===== config.mk =====
export PLATFORM = sky130hd
export DESIGN_NAME = pipeTop
export DESIGN_NICKNAME = d
export VERILOG_FILES = /design/src/common/pipeCtrlPkg.sv /design/src/common/pipeTypesPkg.sv /design/src/common/hazardIf.sv /design/src/pipeTop.sv /design/src/wrFlushControl/wrFlushControl.sv /design/src/mulDivUnit.sv /design/src/hazardDetect.sv /design/src/pipeStageReg.sv
export VERILOG_INCLUDE_DIRS = /design/src /design/src/common
export SDC_FILE = /design/constraint.sdc
export NUM_CORES = 1
export LEC_CHECK = 0
export ABC_AREA = 1
export BUFFER_PORTS_ARGS = -buffer_cell sky130_fd_sc_hd__clkbuf_2
export CAP_MARGIN = 30
export CORE_ASPECT_RATIO = 0.7
export CORE_UTILIZATION = 60
export DETAILED_ROUTE_END_ITERATION = 10
export GPL_TIMING_DRIVEN = 0
export PLACE_DENSITY = 0.85
export REMOVE_ABC_BUFFERS = 1
export SKIP_CTS_REPAIR_TIMING = 1
export SYNTH_ARGS = -nofsm -noshare
export SYNTH_HDL_FRONTEND = slang
export SYNTH_SLANG_ARGS = --single-unit
export TNS_END_PERCENT = 20

===== constraint.sdc =====
create_clock -name clk -period 12.6 [get_ports clk]
set_input_delay 1.89 -clock clk [delete_from_list [all_inputs] [get_ports clk]]
set_output_delay 1.89 -clock clk [all_outputs]
set_load 0.01 [all_outputs]

===== src/common/pipe_defines.svh =====
// pipeline widths and multiplier timing
// shared by the packages, the RTL and the bench
`ifndef PIPE_DEFINES_SVH
`define PIPE_DEFINES_SVH

// token tag, echoed on retirement and exception
`define TAG_W 8

// operand width, the result is twice this
`define OPD_W 16

`define REG_W 5 // register number, r0 never conflicts

// shift-add steps of the multiplier, one bit per cycle
// must cover every operand bit
`define MUL_CYCLES 16

`endif

===== src/common/pipeCtrlPkg.sv =====
// pipeline control types
// stage index names and the per-stage enable and flush vectors
package pipeCtrlPkg;

    localparam int NUM_STAGES = 6;

    // bit positions inside a stageVec_t
    typedef enum logic [2:0] {
        ST_IF   = 3'd0,
        ST_ID   = 3'd1,
        ST_EXE  = 3'd2,
        ST_MEM  = 3'd3,
        ST_MEM2 = 3'd4,
        ST_WB   = 3'd5
    } stageIdx_t;

    // one bit per stage, IF in bit 0
    typedef logic [NUM_STAGES-1:0] stageVec_t;

endpackage


===== src/common/pipeTypesPkg.sv =====
// token payload types
// instr_t enters IF and moves through IF and ID
// exeTok_t adds the EXE result and is carried from EXE to WB
`include "pipe_defines.svh"

package pipeTypesPkg;

    localparam int RES_W = 2 * `OPD_W; // full product width

    // operation kind of a token
    typedef enum logic [1:0] {
        OP_ADD    = 2'd0,
        OP_MUL    = 2'd1,
        OP_LOAD   = 2'd2, // sum is the address
        OP_BRANCH = 2'd3
    } opKind_t;

    typedef struct packed {
        logic [`TAG_W-1:0] tag;
        opKind_t           opKind;
        logic [`REG_W-1:0] dst;
        logic [`REG_W-1:0] srcA;
        logic [`REG_W-1:0] srcB;
        logic [`OPD_W-1:0] opA;
        logic [`OPD_W-1:0] opB;
        logic              isMispredict; // only meaningful for branches
        logic              raiseExc;     // faults when it reaches MEM
    } instr_t;

    // token after EXE, result is sum or product
    typedef struct packed {
        instr_t           tok;
        logic [RES_W-1:0] result;
    } exeTok_t;

endpackage


===== src/common/hazardIf.sv =====
// hazard sources on their way to the write/flush controller
// src side is shared by the load-use detector and the top level
// ctrl side is read by wrFlushControl
`timescale 1ns/1ps

interface hazardIf;

    logic dhStall;      // load-use, from hazardDetect
    logic mulBusy;      // multiplier running or starting
    logic branchFailed; // mispredicted branch leaving ID
    logic excMem;       // faulting token in MEM
    logic icacheBusy;   // i-side stall, TLB folded in
    logic dcacheBusy;   // d-side stall, TLB folded in

    modport src (
        output dhStall, mulBusy, branchFailed,
        output excMem, icacheBusy, dcacheBusy
    );

    modport ctrl (
        input dhStall, mulBusy, branchFailed,
        input excMem, icacheBusy, dcacheBusy
    );

endinterface


===== src/pipeTop.sv =====
// six-stage pipeline model, IF ID EXE MEM MEM2 WB
// tokens enter through a four-phase req/ack handshake into IF and
// leave WB as single-cycle retirement pulses
// EXE adds the operands or runs the iterative multiplier
// a faulting token in MEM is dropped and reported one cycle later
`timescale 1ns/1ps
`include "pipe_defines.svh"

module pipeTop (
    input  logic                            clk,
    input  logic                            rst,
    input  logic                            inReq,
    input  logic [`TAG_W-1:0]               inTag,
    input  pipeTypesPkg::opKind_t           inKind,
    input  logic [`REG_W-1:0]               inDst,
    input  logic [`REG_W-1:0]               inSrcA,
    input  logic [`REG_W-1:0]               inSrcB,
    input  logic [`OPD_W-1:0]               inOpA,
    input  logic [`OPD_W-1:0]               inOpB,
    input  logic                            inMispredict,
    input  logic                            inRaiseExc,
    output logic                            inAck,
    input  logic                            icacheBusy,
    input  logic                            dcacheBusy,
    output logic                            retValid,
    output logic [`TAG_W-1:0]               retTag,
    output logic [pipeTypesPkg::RES_W-1:0]  retResult,
    output logic                            excValid,
    output logic [`TAG_W-1:0]               excTag
);
    import pipeTypesPkg::*;
    import pipeCtrlPkg::*;

    hazardIf hz ();

    stageVec_t         wrEn;
    stageVec_t         flush;
    logic              mulAbort;
    logic              cacheBusy;
    logic              capture;    // token taken into IF this cycle
    logic              ifLoad;
    instr_t            inTok;
    instr_t            ifTok;
    instr_t            idTok;
    exeTok_t           exeIn;
    exeTok_t           exeTok;
    exeTok_t           exeOut;
    exeTok_t           memTok;
    exeTok_t           mem2Tok;
    exeTok_t           wbTok;
    logic              ifValid;
    logic              idValid;
    logic              exeValid;
    logic              memValid;
    logic              mem2Valid;
    logic              wbValid;
    logic              ifPass;     // token handed to the next stage
    logic              idPass;
    logic              exePass;
    logic              memPass;
    logic              mem2Pass;
    logic              exeIsMul;
    logic              mulStart;
    logic              mulIssued;  // EXE multiply already started
    logic              mulBusyRaw;
    logic              mulDone;
    logic [RES_W-1:0]  mulProduct;

    assign cacheBusy = icacheBusy || dcacheBusy;

    always_comb begin
        inTok.tag          = inTag;
        inTok.opKind       = inKind;
        inTok.dst          = inDst;
        inTok.srcA         = inSrcA;
        inTok.srcB         = inSrcB;
        inTok.opA          = inOpA;
        inTok.opB          = inOpB;
        inTok.isMispredict = inMispredict;
        inTok.raiseExc     = inRaiseExc;
    end

    // entry: one capture per request, IF must be free or moving
    assign capture = inReq && !inAck && !cacheBusy && !flush[ST_IF]
                     && (!ifValid || wrEn[ST_IF]);
    assign ifLoad  = wrEn[ST_IF] || !ifValid; // empty IF may fill while stalled

    // ack rises after the capture and drops once req is gone
    always_ff @(posedge clk) begin
        if (rst) begin
            inAck <= 1'b0;
        end else if (capture) begin
            inAck <= 1'b1;
        end else if (!inReq) begin
            inAck <= 1'b0;
        end
    end

    // hand-over between stages, a flushed stage passes nothing on
    assign ifPass   = ifValid && wrEn[ST_IF] && !flush[ST_IF];
    assign idPass   = idValid && wrEn[ST_ID] && !flush[ST_ID];
    assign exePass  = exeValid && wrEn[ST_EXE]; // EXE flush is the bubble behind it
    assign memPass  = memValid && wrEn[ST_MEM] && !flush[ST_MEM]; // faulting token dies
    assign mem2Pass = mem2Valid && wrEn[ST_MEM2] && !flush[ST_MEM2];

    // adder at the EXE input, the sum rides in the result field
    always_comb begin
        exeIn.tok    = idTok;
        exeIn.result = RES_W'(idTok.opA) + RES_W'(idTok.opB);
    end

    // multiply result replaces the sum on the way out of EXE
    always_comb begin
        exeOut.tok    = exeTok.tok;
        exeOut.result = (exeIsMul && mulDone) ? mulProduct : exeTok.result;
    end

    pipeStageReg #(.payload_t(instr_t)) ifReg (
        .clk(clk), .rst(rst), .wrEn(ifLoad), .flush(flush[ST_IF]),
        .dIn(inTok), .dValid(capture), .q(ifTok), .qValid(ifValid)
    );

    pipeStageReg #(.payload_t(instr_t)) idReg (
        .clk(clk), .rst(rst), .wrEn(wrEn[ST_ID]), .flush(flush[ST_ID]),
        .dIn(ifTok), .dValid(ifPass), .q(idTok), .qValid(idValid)
    );

    pipeStageReg #(.payload_t(exeTok_t)) exeReg (
        .clk(clk), .rst(rst), .wrEn(wrEn[ST_EXE]), .flush(flush[ST_EXE]),
        .dIn(exeIn), .dValid(idPass), .q(exeTok), .qValid(exeValid)
    );

    pipeStageReg #(.payload_t(exeTok_t)) memReg (
        .clk(clk), .rst(rst), .wrEn(wrEn[ST_MEM]), .flush(flush[ST_MEM]),
        .dIn(exeOut), .dValid(exePass), .q(memTok), .qValid(memValid)
    );

    pipeStageReg #(.payload_t(exeTok_t)) mem2Reg (
        .clk(clk), .rst(rst), .wrEn(wrEn[ST_MEM2]), .flush(flush[ST_MEM2]),
        .dIn(memTok), .dValid(memPass), .q(mem2Tok), .qValid(mem2Valid)
    );

    pipeStageReg #(.payload_t(exeTok_t)) wbReg (
        .clk(clk), .rst(rst), .wrEn(wrEn[ST_WB]), .flush(flush[ST_WB]),
        .dIn(mem2Tok), .dValid(mem2Pass), .q(wbTok), .qValid(wbValid)
    );

    // multiplier, started once per EXE multiply token
    assign exeIsMul = (exeTok.tok.opKind == OP_MUL);
    assign mulStart = exeValid && exeIsMul && !mulIssued && !hz.excMem;

    always_ff @(posedge clk) begin
        if (rst) begin
            mulIssued <= 1'b0;
        end else if (wrEn[ST_EXE] || flush[ST_EXE]) begin
            mulIssued <= 1'b0; // EXE takes a new token
        end else if (mulStart) begin
            mulIssued <= 1'b1;
        end
    end

    mulDivUnit mulUnit (
        .clk(clk), .rst(rst), .start(mulStart), .abort(mulAbort),
        .opA(exeTok.tok.opA), .opB(exeTok.tok.opB),
        .busy(mulBusyRaw), .done(mulDone), .product(mulProduct)
    );

    hazardDetect hazardDet (
        .idTok(idTok), .idValid(idValid),
        .exeTok(exeTok), .exeValid(exeValid),
        .hz(hz.src)
    );

    // remaining hazard sources
    assign hz.mulBusy      = mulBusyRaw || mulStart; // EXE holds from the start cycle
    assign hz.excMem       = memValid && memTok.tok.raiseExc;
    assign hz.icacheBusy   = icacheBusy;
    assign hz.dcacheBusy   = dcacheBusy;
    // mispredict counts only when the branch actually leaves ID
    assign hz.branchFailed = idValid && (idTok.opKind == OP_BRANCH) && idTok.isMispredict
                             && !cacheBusy && !hz.dhStall && !hz.mulBusy;

    wrFlushControl ctrl (
        .hz(hz.ctrl), .wrEn(wrEn), .flush(flush), .mulAbort(mulAbort)
    );

    // retirement, one pulse as the WB token leaves
    assign retValid  = wbValid && wrEn[ST_WB];
    assign retTag    = wbTok.tok.tag;
    assign retResult = wbTok.result;

    // exception report, one cycle after MEM
    always_ff @(posedge clk) begin
        if (rst) begin
            excValid <= 1'b0;
        end else begin
            excValid <= hz.excMem;
        end
    end

    always_ff @(posedge clk) begin
        if (hz.excMem) begin
            excTag <= memTok.tok.tag;
        end
    end

endmodule


===== src/wrFlushControl/wrFlushControl.sv =====
// stall and flush control for the six-stage pipeline
// turns the hazard sources into one write enable and one flush per
// stage, plus the multiplier abort
// priority: exception, cache busy, load-use, multiplier, mispredict
`timescale 1ns/1ps

module wrFlushControl (
    hazardIf.ctrl                  hz,
    output pipeCtrlPkg::stageVec_t wrEn,
    output pipeCtrlPkg::stageVec_t flush,
    output logic                   mulAbort
);
    import pipeCtrlPkg::*;

    logic cacheBusy;
    logic frontWr;  // IF and ID always move together
    logic exeWr;
    logic tailWr;   // MEM, MEM2 and WB
    logic ifFlush;
    logic exeFlush;

    assign cacheBusy = hz.icacheBusy || hz.dcacheBusy; // TLB stall already inside

    // IF / ID enable
    always_comb begin
        if (hz.excMem) begin
            frontWr = 1'b1;  // flushed anyway, keep moving
        end else if (cacheBusy) begin
            frontWr = 1'b0;
        end else if (hz.dhStall) begin
            frontWr = 1'b0;  // hold consumer in ID
        end else if (hz.mulBusy) begin
            frontWr = 1'b0;
        end else begin
            frontWr = 1'b1;  // mispredict included
        end
    end

    // EXE enable
    always_comb begin
        if (hz.excMem) begin
            exeWr = 1'b1;
        end else if (cacheBusy) begin
            exeWr = 1'b0;
        end else if (hz.dhStall) begin
            exeWr = 1'b1;    // load moves on, bubble comes in
        end else if (hz.mulBusy) begin
            exeWr = 1'b0;    // hold the multiply in EXE
        end else begin
            exeWr = 1'b1;
        end
    end

    // back end only stops for the caches
    always_comb begin
        if (hz.excMem) begin
            tailWr = 1'b1;   // older tokens keep retiring
        end else if (cacheBusy) begin
            tailWr = 1'b0;
        end else begin
            tailWr = 1'b1;
        end
    end

    // IF flush
    always_comb begin
        if (hz.excMem) begin
            ifFlush = 1'b1;
        end else if (cacheBusy || hz.dhStall || hz.mulBusy) begin
            ifFlush = 1'b0;  // branch cannot leave ID yet
        end else if (hz.branchFailed) begin
            ifFlush = 1'b1;  // wrong-path token in IF
        end else begin
            ifFlush = 1'b0;
        end
    end

    // EXE flush
    always_comb begin
        if (hz.excMem) begin
            exeFlush = 1'b1;
        end else if (cacheBusy) begin
            exeFlush = 1'b0; // load-use waits for the caches
        end else if (hz.dhStall) begin
            exeFlush = 1'b1; // bubble behind the load
        end else begin
            exeFlush = 1'b0;
        end
    end

    always_comb begin
        wrEn           = '0;
        wrEn[ST_IF]    = frontWr;
        wrEn[ST_ID]    = frontWr;
        wrEn[ST_EXE]   = exeWr;
        wrEn[ST_MEM]   = tailWr;
        wrEn[ST_MEM2]  = tailWr;
        wrEn[ST_WB]    = tailWr;

        flush          = '0;     // MEM2 and WB never flush
        flush[ST_IF]   = ifFlush;
        flush[ST_ID]   = hz.excMem;
        flush[ST_EXE]  = exeFlush;
        flush[ST_MEM]  = hz.excMem;
    end

    // kill the multiplier together with the EXE token
    assign mulAbort = hz.excMem;

endmodule


===== src/mulDivUnit.sv =====
// iterative shift-add multiplier
// one multiplier bit per cycle over MUL_CYCLES cycles
// busy is high from the edge after start until the last step
// done then holds with the product until the next start
// abort drops the running operation at the next edge
`timescale 1ns/1ps
`include "pipe_defines.svh"

module mulDivUnit (
    input  logic                  clk,
    input  logic                  rst,
    input  logic                  start,   // sampled while idle
    input  logic                  abort,   // exception kill
    input  logic [`OPD_W-1:0]     opA,
    input  logic [`OPD_W-1:0]     opB,
    output logic                  busy,
    output logic                  done,
    output logic [2*`OPD_W-1:0]   product
);

    localparam int CNT_W = $clog2(`MUL_CYCLES + 1);

    logic [CNT_W-1:0]     cnt;   // steps left
    logic [2*`OPD_W-1:0]  mcand; // shifted multiplicand
    logic [`OPD_W-1:0]    mplr;  // multiplier, consumed lsb first
    logic                 take;  // accept a new operation

    assign take = start && !busy && !abort;

    // sequencing
    always_ff @(posedge clk) begin
        if (rst || abort) begin
            busy <= 1'b0;
            done <= 1'b0;
            cnt  <= '0;
        end else if (take) begin
            busy <= 1'b1;
            done <= 1'b0;
            cnt  <= CNT_W'(`MUL_CYCLES);
        end else if (busy) begin
            cnt <= cnt - 1'b1;
            if (cnt == CNT_W'(1)) begin // last step
                busy <= 1'b0;
                done <= 1'b1;
            end
        end
    end

    // datapath
    always_ff @(posedge clk) begin
        if (take) begin
            mcand   <= {{`OPD_W{1'b0}}, opA};
            mplr    <= opB;
            product <= '0;
        end else if (busy) begin
            if (mplr[0]) begin
                product <= product + mcand; // partial product
            end
            mcand <= mcand << 1;
            mplr  <= mplr >> 1;
        end
    end

endmodule


===== src/hazardDetect.sv =====
// load-use hazard detection
// a valid load in EXE whose destination is read by the valid ID
// token stalls the front end for one cycle
`timescale 1ns/1ps

module hazardDetect (
    input  pipeTypesPkg::instr_t  idTok,
    input  logic                  idValid,
    input  pipeTypesPkg::exeTok_t exeTok,
    input  logic                  exeValid,
    hazardIf.src                  hz
);
    import pipeTypesPkg::*;

    logic exeLoad; // EXE holds a load that writes a real register
    logic hitA;
    logic hitB;

    assign exeLoad = exeValid && (exeTok.tok.opKind == OP_LOAD)
                     && (exeTok.tok.dst != '0); // r0 writes are dropped

    // every kind reads both sources
    assign hitA = (idTok.srcA == exeTok.tok.dst);
    assign hitB = (idTok.srcB == exeTok.tok.dst);

    // only dhStall comes from here, the rest of src is driven at the top
    assign hz.dhStall = exeLoad && idValid && (hitA || hitB);

endmodule


===== src/pipeStageReg.sv =====
// pipeline stage register with valid bit
// flush empties the stage and wins over the write enable
// payload type chosen per stage
`timescale 1ns/1ps

module pipeStageReg #(
    parameter type payload_t = logic
) (
    input  logic     clk,
    input  logic     rst,
    input  logic     wrEn,   // load dIn and dValid
    input  logic     flush,  // insert a bubble
    input  payload_t dIn,
    input  logic     dValid,
    output payload_t q,
    output logic     qValid
);

    // valid bit is the only control state
    always_ff @(posedge clk) begin
        if (rst) begin
            qValid <= 1'b0;
        end else if (flush) begin
            qValid <= 1'b0; // squashed
        end else if (wrEn) begin
            qValid <= dValid;
        end
    end

    // payload only follows a real write
    always_ff @(posedge clk) begin
        if (wrEn && !flush) begin
            q <= dIn;
        end
    end

endmodule


Yosys cells after proc, flatten, opt, wreduce, memory -nomap -nowiden
Index checks and enable logic that the tools add are counted.

Memory bits (read-only): 0. Input port bits: 64. Logic and storage cells: 147. Memories kept: 0. Output and inout port bits: 51. Bits in registers: 423. Bits in latches: 0. Bits in writable memories: 0.

$add $sub $neg: 3. Reductions and logical operators: 60. Bitwise logic cells: 0. Shift operators: 0. Multiply operators: 0. Magnitude comparators: 0. Div/mod/pow operators: 0. Equality and inequality tests: 7. Multiplexer cells: 27.

Operators with widths (count): $mux 16 (4); $logic_and 1x1->1 (33); $add 32x32->32 (1); $mux 32 (1); $mux 1 (20); $add 16x16->17 (1); $eq 5x5->1 (2); $logic_not 1->1 (10); $mux 5 (2); $reduce_or 2->1 (5); $logic_or 1x1->1 (8); $eq 5x1->1 const B (1); $reduce_bool 5->1 (1); $sub 5x1->5 const B (1); $eq 2x2->1 const B (2); $reduce_and 2->1 (2); $eq 2x1->1 const B (1); $ne 2x1->1 const B (1); $reduce_bool 2->1 (1).

Depth between registers and ports, before layout
Gate-level depths: netlist (run 1).

Depth in word-level cells: 15. Mapped depth: 14. Depth with buffers taken out: 14.

Worst setup path before layout (run 1)
Ideal clock, no wire load.

Path kind: input-to-reg. From: in dcacheBusy. To: reg exeReg.q[0] (netlist bit) (enable). Data required time: 12112 ps. Path slack: 6982 ps. Buffers on the path: 0. Arrival: 5130 ps. Stages on the path: 5. Library setup time: 488 ps. Cell sequence: nor2_1 inv_1 nor2_1 nand2_2 nor2_1.

Longest elaborated chain between the ends: 5. Elaborated cells on any way between the ends: 7. Those cells by class: 4 x mux; 3 x reduce/logical.

RTL lines: start: declaration (line pipeTop.sv:24) `input logic dcacheBusy,`; $logic_or 1x1->1 * (line wrFlushControl.sv:22) `assign cacheBusy = hz.icacheBusy || hz.dcacheBusy;`; $mux 1 (line wrFlushControl.sv:82) `end else if (cacheBusy) begin`; $mux 1 (line wrFlushControl.sv:80) `if (hz.excMem) begin`; $logic_not 1->1 (line pipeStageReg.sv:32) `if (wrEn && !flush) begin`; $logic_and 1x1->1 * (line pipeStageReg.sv:32); end signal: assignment (line pipeStageReg.sv:33) `q <= dIn;`; end: declaration (line pipeStageReg.sv:15) `output payload_t q,`.

Mark *: on every way between the ends. The rest lies on a longest branch, timed or not. A chain may end at the register's enable or synchronous reset.

Final worst setup path (run 1)
From: in dcacheBusy. To: out retValid.

Longest elaborated chain between the ends: 4.

RTL lines: $logic_or 1x1->1 (line wrFlushControl.sv:22); $mux 1 (line wrFlushControl.sv:58) `end else if (cacheBusy) begin`; $mux 1 (line wrFlushControl.sv:56) `if (hz.excMem) begin`; $logic_and 1x1->1 (line pipeTop.sv:188) `assign retValid = wbValid && wrEn[ST_WB];`; end: declaration (line pipeTop.sv:25) `output logic retValid,`.

Every way passes these cells.

==> metrics.txt, run 1 <==
ys flop type=edfxtp_1; Slew Viols, Final=0; Max-Cap Viols=0; cells after synthesis=between 1000 and 1500; number of distinct library cells after synthesis=42; row count=50; Final Hold Fails=0; routed vias=10200; ANT nets after route=0; clock skew=roughly 24 ps; Die Height=140 um; Crit Path Category=primary input to output port; Post-Syn Area=between 15000 and 20000 um^2; Overflow after GRT=0; sequential share of the synthesized area=0.711; number of global-route vias before repair=approximately 9800; Worst Max-Slew Pin Slew=slightly above 1000 ps; routed wl met3=approximately 2400 um; Slew headroom=0.312; top-area cell type share of the netlist area=0.632; via/cell ratio=between 5 and 6; yosys warns=0; placement-stage cell area=between 15000 and 20000 um^2; met2 WL post-DR=about 14000 um; clk slew on worst S/H paths=60 ps; DR DRC count=0; Multi-input gate area=slightly above 4000 um^2; root buf cell=clkbuf_16; Final setup viols=0; GPL Wtd Cong=between 0.9 and 1; cell repeated most along the worst path=nor2_1; WP data arrival=roughly 2900 ps; EDFF count, synth=roughly 340; syn avg cell area=between 10 and 15 um^2; Filler Cell Count=roughly 1800; Synth Register Bits=408; Slowest-stage cell, CP=nor2_1; first-pass GRT wire length=around 50000 um; Final Critical Period=4800 ps; Ports=between 100 and 150; total CTS buffers=37; Initial Utilization=0.612; final wirelength=32200 um; crit path launch type=primary input; fin nets=approximately 1600; Ant. Diodes=0; critical path cell sequence=clkbuf_2 -> nor2_1 -> nor2_1 -> nor2_1 -> clkbuf_2; Core Area=26700 um^2; Hold Path Class=flop to flop; TritonRoute pass-1 iters=7; Worst Path Max Fanout=6; status=completed; drt wl/cell=between 15 and 20 um; maximum operating frequency=approximately 0.21 GHz; later-pin clock latency in the skew report=540 ps; Final period util=0.381; DP Wirelength=between 20000 and 25000 um; GRT Resource Usage Total=0.240; cell accounting for the most synthesized area=edfxtp_1; die width=199 um; slowest stage delay, CP=between 300 and 400 ps; Worst VDD drop=0.000158 V; Synth async-reset ratio=0; share of cells above drive strength 1=0.150; post-route met1 wirelength=14700 um; area added between synthesis and finish=13.8%; initial antenna violation count=0; # port buffers=114; largest net degree at the start of global routing=71; CP required=roughly 11000 ps; flop2flop setup slack=between 8000 and 9000 ps; DIE AREA=~28000 um^2; Pleak=roughly 7.6 nW; unrepaired setup endpoints after global routing=no; H-tree depth=2; Highest Signal Layer=met4; Iter 0 DRT Violations=roughly 1000; top cells by area, synth=edfxtp_1 63%, dfxtp_1 7.8%, nand2_1 7.0%; power density cells=roughly 160 nW/um^2; design area=about 19000 um^2; Sequential Area=11600 um^2; Longest Clk Path Bufs=3; CTS tree=built; Clock Sinks=about 410; Worst setup EP type=output port; setup TNS=0 ps
[cells in the final DEF, fill, tap and decap left out, drive strengths merged, types with 2 or more instances in the layout]
cell | synthesis | final
edfxtp | 344 | 344
nand2 | 312 | 312
clkbuf | 2 | 160
inv | 146 | 149
nor2 | 98 | 98
nand3 | 78 | 78
a21oi | 67 | 67
dfxtp | 64 | 64
ha | 49 | 49
o21ai | 42 | 42
mux2 | 16 | 16
a22oi | 16 | 16
xor2 | 13 | 13
xnor2 | 13 | 13
clkinv | 1 | 13
nor3 | 11 | 11
nand4 | 9 | 9
a21o | 7 | 7
buf | 21 | 6
o21bai | 5 | 5
a31oi | 3 | 3
clkinvlp | 0 | 3
bufinv | 0 | 3
and2 | 3 | 3
o21a | 2 | 2
or2 | 2 | 2
fa | 2 | 2
nor4 | 2 | 2
a21boi | 2 | 2
[final timing paths]
path / startpoint / to / depth (start not counted)
setup / recovery: dcacheBusy / retValid / 5
hold / removal: mem2Reg.q[14] / wbReg.q[14] / 0
setup reg to reg: mulUnit.busy / ifReg.q[19] / 8
hold reg to reg: mem2Reg.q[14] / wbReg.q[14] / 0
[where the power goes]
| part | internal, mW | switching [mW] | leakage (nW) |
|---|---|---|---|
| logic | 0.111 | 0.207 | 3.25 |
| registers | 1.56 | 0.0473 | 3.81 |
| clock network | 0.629 | 0.484 | 0.584 |
[layout make-up]
type / count / area share
flip-flops and latches: 408 / 0.625
well taps: 364 / 0.0245
multi-input cells: 757 / 0.219
clock buffers: 46 / 0.0533
clock inverters: 21 / 0.0116
inverters: 147 / 0.0298
repair buffers: 120 / 0.0373
[per-layer routing]
metal  track usage  vias to the layer above
met4        0.0741                        0
li1              -                     4867
met1         0.355                     4777
met3        0.0397                       77
met5             0                        -
met2         0.366                      455
[logic make-up after synthesis]
logic type | Yosys count | synth area share
fa+ha+maj | 51 | 0.0400
compound gates | 147 | 0.0515
xor+xnor | 26 | 0.0139
buf+inv | 170 | 0.0415
flops | 408 | 0.711
simple gates | 517 | 0.131
mux | 16 | 0.0110
[cell usage after synthesis (all sizes together), types with 2 or more instances]
library cell	number
a21boi	2
a21o	7
a21oi	67
a22oi	16
a31oi	3
and2	3
buf	21
clkbuf	2
dfxtp	64
edfxtp	344
fa	2
ha	49
inv	146
mux2	16
nand2	312
nand3	78
nand4	9
nor2	98
nor3	11
nor4	2
o21a	2
o21ai	42
o21bai	5
or2	2
xnor2	13
xor2	13
[state kept, by name, summed over array words and instances (netlist names), 16 cells and up]
register / cells
mulUnit.product: 32
idReg.q: 59
wbReg.q: 40
memReg.q: 41
mulUnit.mcand: 32
mulUnit.mplr: 16
ifReg.q: 59
exeReg.q: 65
mem2Reg.q: 40
[metrics by stage]
| step | hold slack (ps) | utilization | std cells | setup slack [ps] | total power, mW |
|---|---|---|---|---|---|
| after floorplan | 400 | - | 1312 | 6980 | 1.84 |
| after global placement | 400 | 0.645 | 1790 | 5570 | 1.93 |
| after detailed placement | 405 | 0.651 | 1796 | 7870 | 1.95 |
| after CTS | 414 | 0.696 | 1863 | 7850 | 3.05 |
| after global routing | 417 | 0.696 | 1863 | 7710 | 3.15 |
| final | 413 | 0.696 | 1863 | 7800 | 3.04 |
[worst max-delay path, delay by kind of cell]
kind / cells / cell delay (ps)
buf+inv: 2 / 240
simple gates: 3 / 780
(Power assumes the default switching activity.)
==> run 2, diff against run 1 <==
- CORE_UTILIZATION: 60 -> 54
- PLACE_DENSITY: 0.85 -> 0.81
- clock period: 12.6 -> 4.35 ns (I/O delays scaled with it)
==> run 2 against run 1 <==
Net effect:
- setup slack got worse by 7000 ps
- clock skew decreased by 7.8 ps
- sequential cell count unchanged
- power increased to 2.9 times the previous value
- hold slack got worse by 130 ps
- first-iteration DRC count decreased by 7.8%
- cell count increased by 2.3%
- non-clock buffer count increased by 1
- routed wire length decreased by 6.0%
- via count decreased by 2.8%
- sequential power increased to 2.9 times the previous value
- clock power increased to 3.1 times the previous value
- critical endpoint is now ifReg.q[19]
- largest power group unchanged
==> metrics.txt, run 2 (same netlist as run 1, synthesis figures left out) <==
Worst VDD drop=0.000508 V (was 0.000158 V); Worst setup EP type=flop (was output port); commonest non-fill, non-tap cell in the layout=edfxtp_1 (unchanged); root buf cell=clkbuf_16 (unchanged); Core Area=29300 um^2 (was 26700 um^2); Final Critical Period=3590 ps; first-pass GRT wire length=48200 um (was 51000 um); unrepaired setup endpoints after global routing=no (unchanged); Multi-input gate area=4070 um^2 (about the same); maximum operating frequency=around 0.28 GHz; GRT Resource Usage Total=0.201 (was 0.240); H-tree depth=2 (unchanged); Overflow after GRT=0 (unchanged); later-pin clock latency in the skew report=540 ps (about the same); via/cell ratio=5.19 (was 5.46); hold endpoint=ifReg.q[53] (was wbReg.q[14]); CP Buf/Inv Count=2 (unchanged); fin nets=1587 (was 1586); # port buffers=114 (unchanged); Max-Cap Viols=0 (unchanged); Longest Clk Path Bufs=3 (unchanged); Clock Sinks=408 (unchanged); Biggest register=exeReg.q (unchanged); Slowest-stage cell, CP=dfxtp_1 (was nor2_1); Hold Path Class=primary input to flop (was flop to flop); RR Endpoint=ifReg.q[19] (unchanged); DIE AREA=31000 um^2 (was 27900 um^2); biggest regs=exeReg.q: 65 flops, idReg.q: 59 flops, ifReg.q: 59 flops (unchanged); Hold Path Cell Cnt=1 (was 0); Filler Cell Count=2158 (was 1810); share of cells above drive strength 1=0.154 (was 0.150); crit path launch type=flop (was primary input); clock skew=15.7 ps (was 23.5 ps); final wirelength=30300 um (was 32200 um); largest net degree at the start of global routing=73 (was 71); Iter 0 DRT Violations=945 (was 1025); commonest cells after routing, fill and taps aside=344 x edfxtp_1, 304 x nand2_1, 139 x inv_1 (was 344 x edfxtp_1, 303 x nand2_1, 139 x inv_1); Worst Path Max Fanout=45 (was 6); GPL Wtd Cong=0.899 (was 0.902); placement-stage cell area=17500 um^2 (was 17400 um^2); die width=210 um (was 199 um); routed vias=9890 (was 10200); Slew headroom=0.327 (was 0.312); ANT nets after route=0 (unchanged); CTS tree=built (unchanged); critical path cell sequence=inv_1 -> nand2_2 -> nor2_1 -> nand2_2 -> nand2_1 -> nand2_1 -> and2_2 -> buf_12 (was clkbuf_2 -> nor2_1 -> nor2_1 -> nor2_1 -> clkbuf_2); row count=52 (was 50); DP Wirelength=21100 um (was 21900 um); Hold Startpoint=inTag[2] (was mem2Reg.q[14]); initial antenna violation count=1 (was 0); status=completed (unchanged); Sequential Area=11600 um^2 (unchanged); Ant. Diodes=0 (unchanged); drt wl/cell=15.9 um (was 17.3 um); Worst Max-Slew Pin Slew=1000 ps (was 1030 ps); R2R Path Start=mulUnit.busy (unchanged); placed cell count=1838 (was 1796); Pleak=7.70 nW (was 7.64 nW); Slew Viols, Final=0 (unchanged); total CTS buffers=37 (unchanged); Final period util=0.825; Ports=115 (unchanged); reg2reg path depth=8 (unchanged); DR DRC count=0 (unchanged); final instance count without filler cells=1906 (was 1863); slowest stage delay, CP=940 ps (was 360 ps); crit-path leading delay family=simple AND/OR/NAND/NOR gates (unchanged); Crit Path Category=flop to flop (was primary input to output port); number of global-route vias before repair=9423 (was 9815); Final setup viols=0 (unchanged); Final Hold Fails=0 (unchanged); max reg flops=65 (unchanged); CP required=4580 ps (was 10710 ps); Initial Utilization=0.557 (was 0.612); TritonRoute pass-1 iters=5 (was 7); WP data arrival=3820 ps (was 2910 ps); setup TNS=0 ps (unchanged); area added between synthesis and finish=14.7% (was 13.8%); power density cells=478 nW/um^2 (was 163 nW/um^2); flop2flop setup slack=760 ps (was 8900 ps); design area=18700 um^2 (was 18600 um^2); Die Height=148 um (was 140 um); clk slew on worst S/H paths=60 ps (about the same)
[run 2: stage by stage]
step / util / worst slack, ps / power [mW] / hold slack (ps)
3_3_place_gp: 0.589 / -1900 / 5.59 / 401
5_1_grt: 0.639 / 442 / 9.31 / 262
6_report: 0.639 / 762 / 8.95 / 284
4_1_cts: 0.639 / 769 / 9.02 / 260
3_5_place_dp: 0.595 / 791 / 5.63 / 405
2_1_floorplan: - / -277 / 5.33 / 400
[run 2: layout make-up]
type / instances / share of cell area
tap: 405 / 0.0270
multi-input combinational: 757 / 0.217
clock buffer: 48 / 0.0549
timing repair buffer: 121 / 0.0384
clock inverter: 20 / 0.0139
inverter: 147 / 0.0296
sequential: 408 / 0.619
[run 2: where the power goes]
group / internal, mW / total [mW] / switching, mW / leakage, nW
Combinational: 0.319 / 0.904 / 0.585 / 3.27
Sequential: 4.52 / 4.65 / 0.132 / 3.81
Clock: 1.99 / 3.40 / 1.41 / 0.629
Total: 6.83 / 8.95 / 2.13 / 7.70
[run 2: layer usage]
| metal | vias to the layer above | routed length (um) | GRT usage |
|---|---|---|---|
| met3 | 43 | 1680 | 0.0355 |
| met5 | - | 0 | 0 |
| met4 | 0 | 465 | 0.0515 |
| li1 | 4876 | - | - |
| met2 | 295 | 13000 | 0.302 |
| met1 | 4676 | 15100 | 0.305 |
[run 2: how the worst max path moves through the flow]
| stage | start | end | cells after the start |
|---|---|---|---|
| 4_1_cts | mulUnit.busy | ifReg.q[19] | 8 |
| 3_3_place_gp | mulUnit.busy | exeReg.q[0] | 5 |
| 6_report | mulUnit.busy | ifReg.q[19] | 8 |
| 3_5_place_dp | mulUnit.busy | ifReg.q[19] | 8 |
| 5_1_grt | mulUnit.busy | ifReg.q[19] | 8 |
| 2_1_floorplan | memReg.qValid | exeReg.q[0] | 6 |
==> run 3, diff against run 2 <==
- CORE_UTILIZATION: 54 -> 60
- PLACE_DENSITY: 0.81 -> 0.85
- clock period: 4.35 -> 3.4 ns (I/O delays scaled with it)
==> run 3 against run 2 <==
Net effect:
- sequential power increased by 28%
- design area decreased by 0.81%
- cell count decreased by 2.3%
- clock-buffer cell count decreased by 2
- non-clock buffer count decreased by 1
- routed wire length increased by 6.5%
- die area decreased by 9.9%
- critical path type unchanged
- largest power group unchanged
==> metrics.txt, run 3 (same netlist as run 1, synthesis figures left out) <==
status=completed (unchanged); routed wl met3=2410 um (was 1680 um); Longest Clk Path Bufs=3 (unchanged); Comb pwr share=0.105 (was 0.101); setup TNS=0 ps (unchanged); clk slew on worst S/H paths=70 ps (was 60 ps); slowest stage delay, CP=780 ps (was 940 ps); GPL Wtd Cong=0.902 (was 0.899); Worst VDD drop=0.000588 V (was 0.000508 V); later-pin clock latency in the skew report=550 ps (was 540 ps); Final setup viols=0 (unchanged); largest net degree at the start of global routing=71 (was 73); Core Area=26700 um^2 (was 29300 um^2); Worst setup EP type=flop (unchanged); Hold Startpoint=inDst[4] (was inTag[2]); DR DRC count=0 (unchanged); power density cells=605 nW/um^2 (was 478 nW/um^2); Ant. Diodes=0 (unchanged); met2 WL post-DR=14500 um (was 13000 um); Power Total=11.3 mW (was 8.95 mW); H-tree depth=2 (unchanged); Slowest-stage cell, CP=nor2_4 (was dfxtp_1); max reg flops=65 (unchanged); Final period util=0.948 (was 0.825); ANT nets after route=0 (unchanged); Ports=115 (unchanged); initial antenna violation count=0 (was 1); placed cell count=1796 (was 1838); DIE AREA=27900 um^2 (was 31000 um^2); Slew headroom=0.302 (was 0.327); RR Endpoint=exeReg.q[0] (was ifReg.q[19]); Iter 0 DRT Violations=973 (was 945); Sequential Power Share=0.529 (was 0.519); CTS tree=built (unchanged); number of global-route vias before repair=9817 (was 9423); crit path launch type=flop (unchanged); GRT Resource Usage Total=0.240 (was 0.201); Initial Utilization=0.612 (was 0.557); Clock Sinks=408 (unchanged); clock share of power=0.366 (was 0.380); Hold Path Class=primary input to flop (unchanged); final wirelength=32300 um (was 30300 um); hold endpoint=ifReg.q[48] (was ifReg.q[53]); drt wl/cell=17.3 um (was 15.9 um); Die Height=140 um (was 148 um); Max-Cap Viols=0 (unchanged); reg2reg path depth=7 (was 8); die width=199 um (was 210 um); TritonRoute pass-1 iters=5 (unchanged); root buf cell=clkbuf_16 (unchanged); WP data arrival=3440 ps (was 3820 ps); routed vias=10200 (was 9890); Hold Path Cell Cnt=1 (unchanged); via/cell ratio=5.46 (was 5.19); commonest non-fill, non-tap cell in the layout=edfxtp_1 (unchanged); Worst Max-Slew Pin Slew=1040 ps (was 1000 ps); Sequential Area=11600 um^2 (about the same); # port buffers=114 (unchanged); Biggest register=exeReg.q (unchanged); DP Wirelength=21900 um (was 21100 um); area added between synthesis and finish=13.8% (was 14.7%); fin nets=1586 (was 1587); CP required=3620 ps (was 4580 ps); unrepaired setup endpoints after global routing=no (unchanged); flop2flop setup slack=180 ps (was 760 ps); commonest cells after routing, fill and taps aside=344 x edfxtp_1, 303 x nand2_1, 139 x inv_1 (was 344 x edfxtp_1, 304 x nand2_1, 139 x inv_1); total CTS buffers=37 (unchanged); Net Switching=2.74 mW (was 2.13 mW); Filler Cell Count=1812 (was 2158); Worst Path Max Fanout=35 (was 45); first-pass GRT wire length=51000 um (was 48200 um); share of cells above drive strength 1=0.151 (was 0.154); Final Hold Fails=0 (unchanged); Overflow after GRT=0 (unchanged); Multi-input gate area=4070 um^2 (about the same); post-route met1 wirelength=14600 um (was 15100 um); R2R Path Start=memReg.qValid (was mulUnit.busy); CP Buf/Inv Count=1 (was 2); Crit Path Category=flop to flop (unchanged); Min Hold Slack=136 ps (was 284 ps); Slew Viols, Final=0 (unchanged); biggest regs=exeReg.q: 65 flops, idReg.q: 59 flops, ifReg.q: 59 flops (unchanged); critical path cell sequence=nand2_1 -> nand3_1 -> nand2_4 -> nor2_1 -> nand2_2 -> nor2_4 -> buf_12 (was inv_1 -> nand2_2 -> nor2_1 -> nand2_2 -> nand2_1 -> nand2_1 -> and2_2 -> buf_12); Final Critical Period=3220 ps (was 3590 ps); Pint=8.52 mW (was 6.83 mW); row count=50 (was 52); final instance count without filler cells=1863 (was 1906); switch share=0.243 (was 0.238); Highest Signal Layer=met4 (unchanged); clock skew=27.0 ps (was 15.7 ps); crit-path leading delay family=simple AND/OR/NAND/NOR gates (unchanged); maximum operating frequency=0.310 GHz (was 0.279 GHz); Pleak=7.65 nW (was 7.70 nW)
run 3: cell count changes in the layout (fill, tap and decap cells not counted), sizes merged:
cell / delta
clkbuf: -2
bufinv: -2
inv: +2
clkinv: +1
buf: -1
run 3: per-layer routing:
layer,global-route usage,vias to the layer above
met1,0.356,4768
met3,0.0388,74
met5,0,-
li1,-,4869
met4,0.0733,0
met2,0.366,467
run 3: power groups by stage:
stage                     clock network [mW]  logic [mW]  registers, mW
after floorplan                            0       0.816           6.01
after global placement                     0        1.10           6.05
after detailed placement                   0        1.16           6.05
after CTS                               4.18        1.17           5.95
after global routing                    4.38        1.33           5.98
final                                   4.13        1.18           5.95
run 3: metrics by stage:
step                      cell area (um^2)   util  setup slack, ps
final                                18600  0.696              176
after global routing                 18600  0.696             6.17
after CTS                            18600  0.696             -241
after detailed placement             17400  0.651             -183
after global placement               17200  0.645            -2800
after floorplan                      16200      -            -1230
run 3: worst max path at each step:
stage               cells past startpoint     startpoint  slack (ps)          end
global placement                        5   mulUnit.busy       -2800  exeReg.q[0]
CTS                                     8   mulUnit.busy        -240  ifReg.q[19]
finish                                  7  memReg.qValid         180  exeReg.q[0]
floorplan                               6  memReg.qValid       -1230  exeReg.q[0]
detailed placement                      8   mulUnit.busy        -180  ifReg.q[18]
global route                            7  memReg.qValid           6  exeReg.q[0]
run 3: layout make-up:
| cell class | count | share of cell area |
|---|---|---|
| clock inverter | 21 | 0.0116 |
| multi-input combinational | 757 | 0.219 |
| sequential | 408 | 0.624 |
| tap | 364 | 0.0245 |
| timing repair buffer | 120 | 0.0373 |
| clock buffer | 46 | 0.0533 |
| inverter | 147 | 0.0298 |
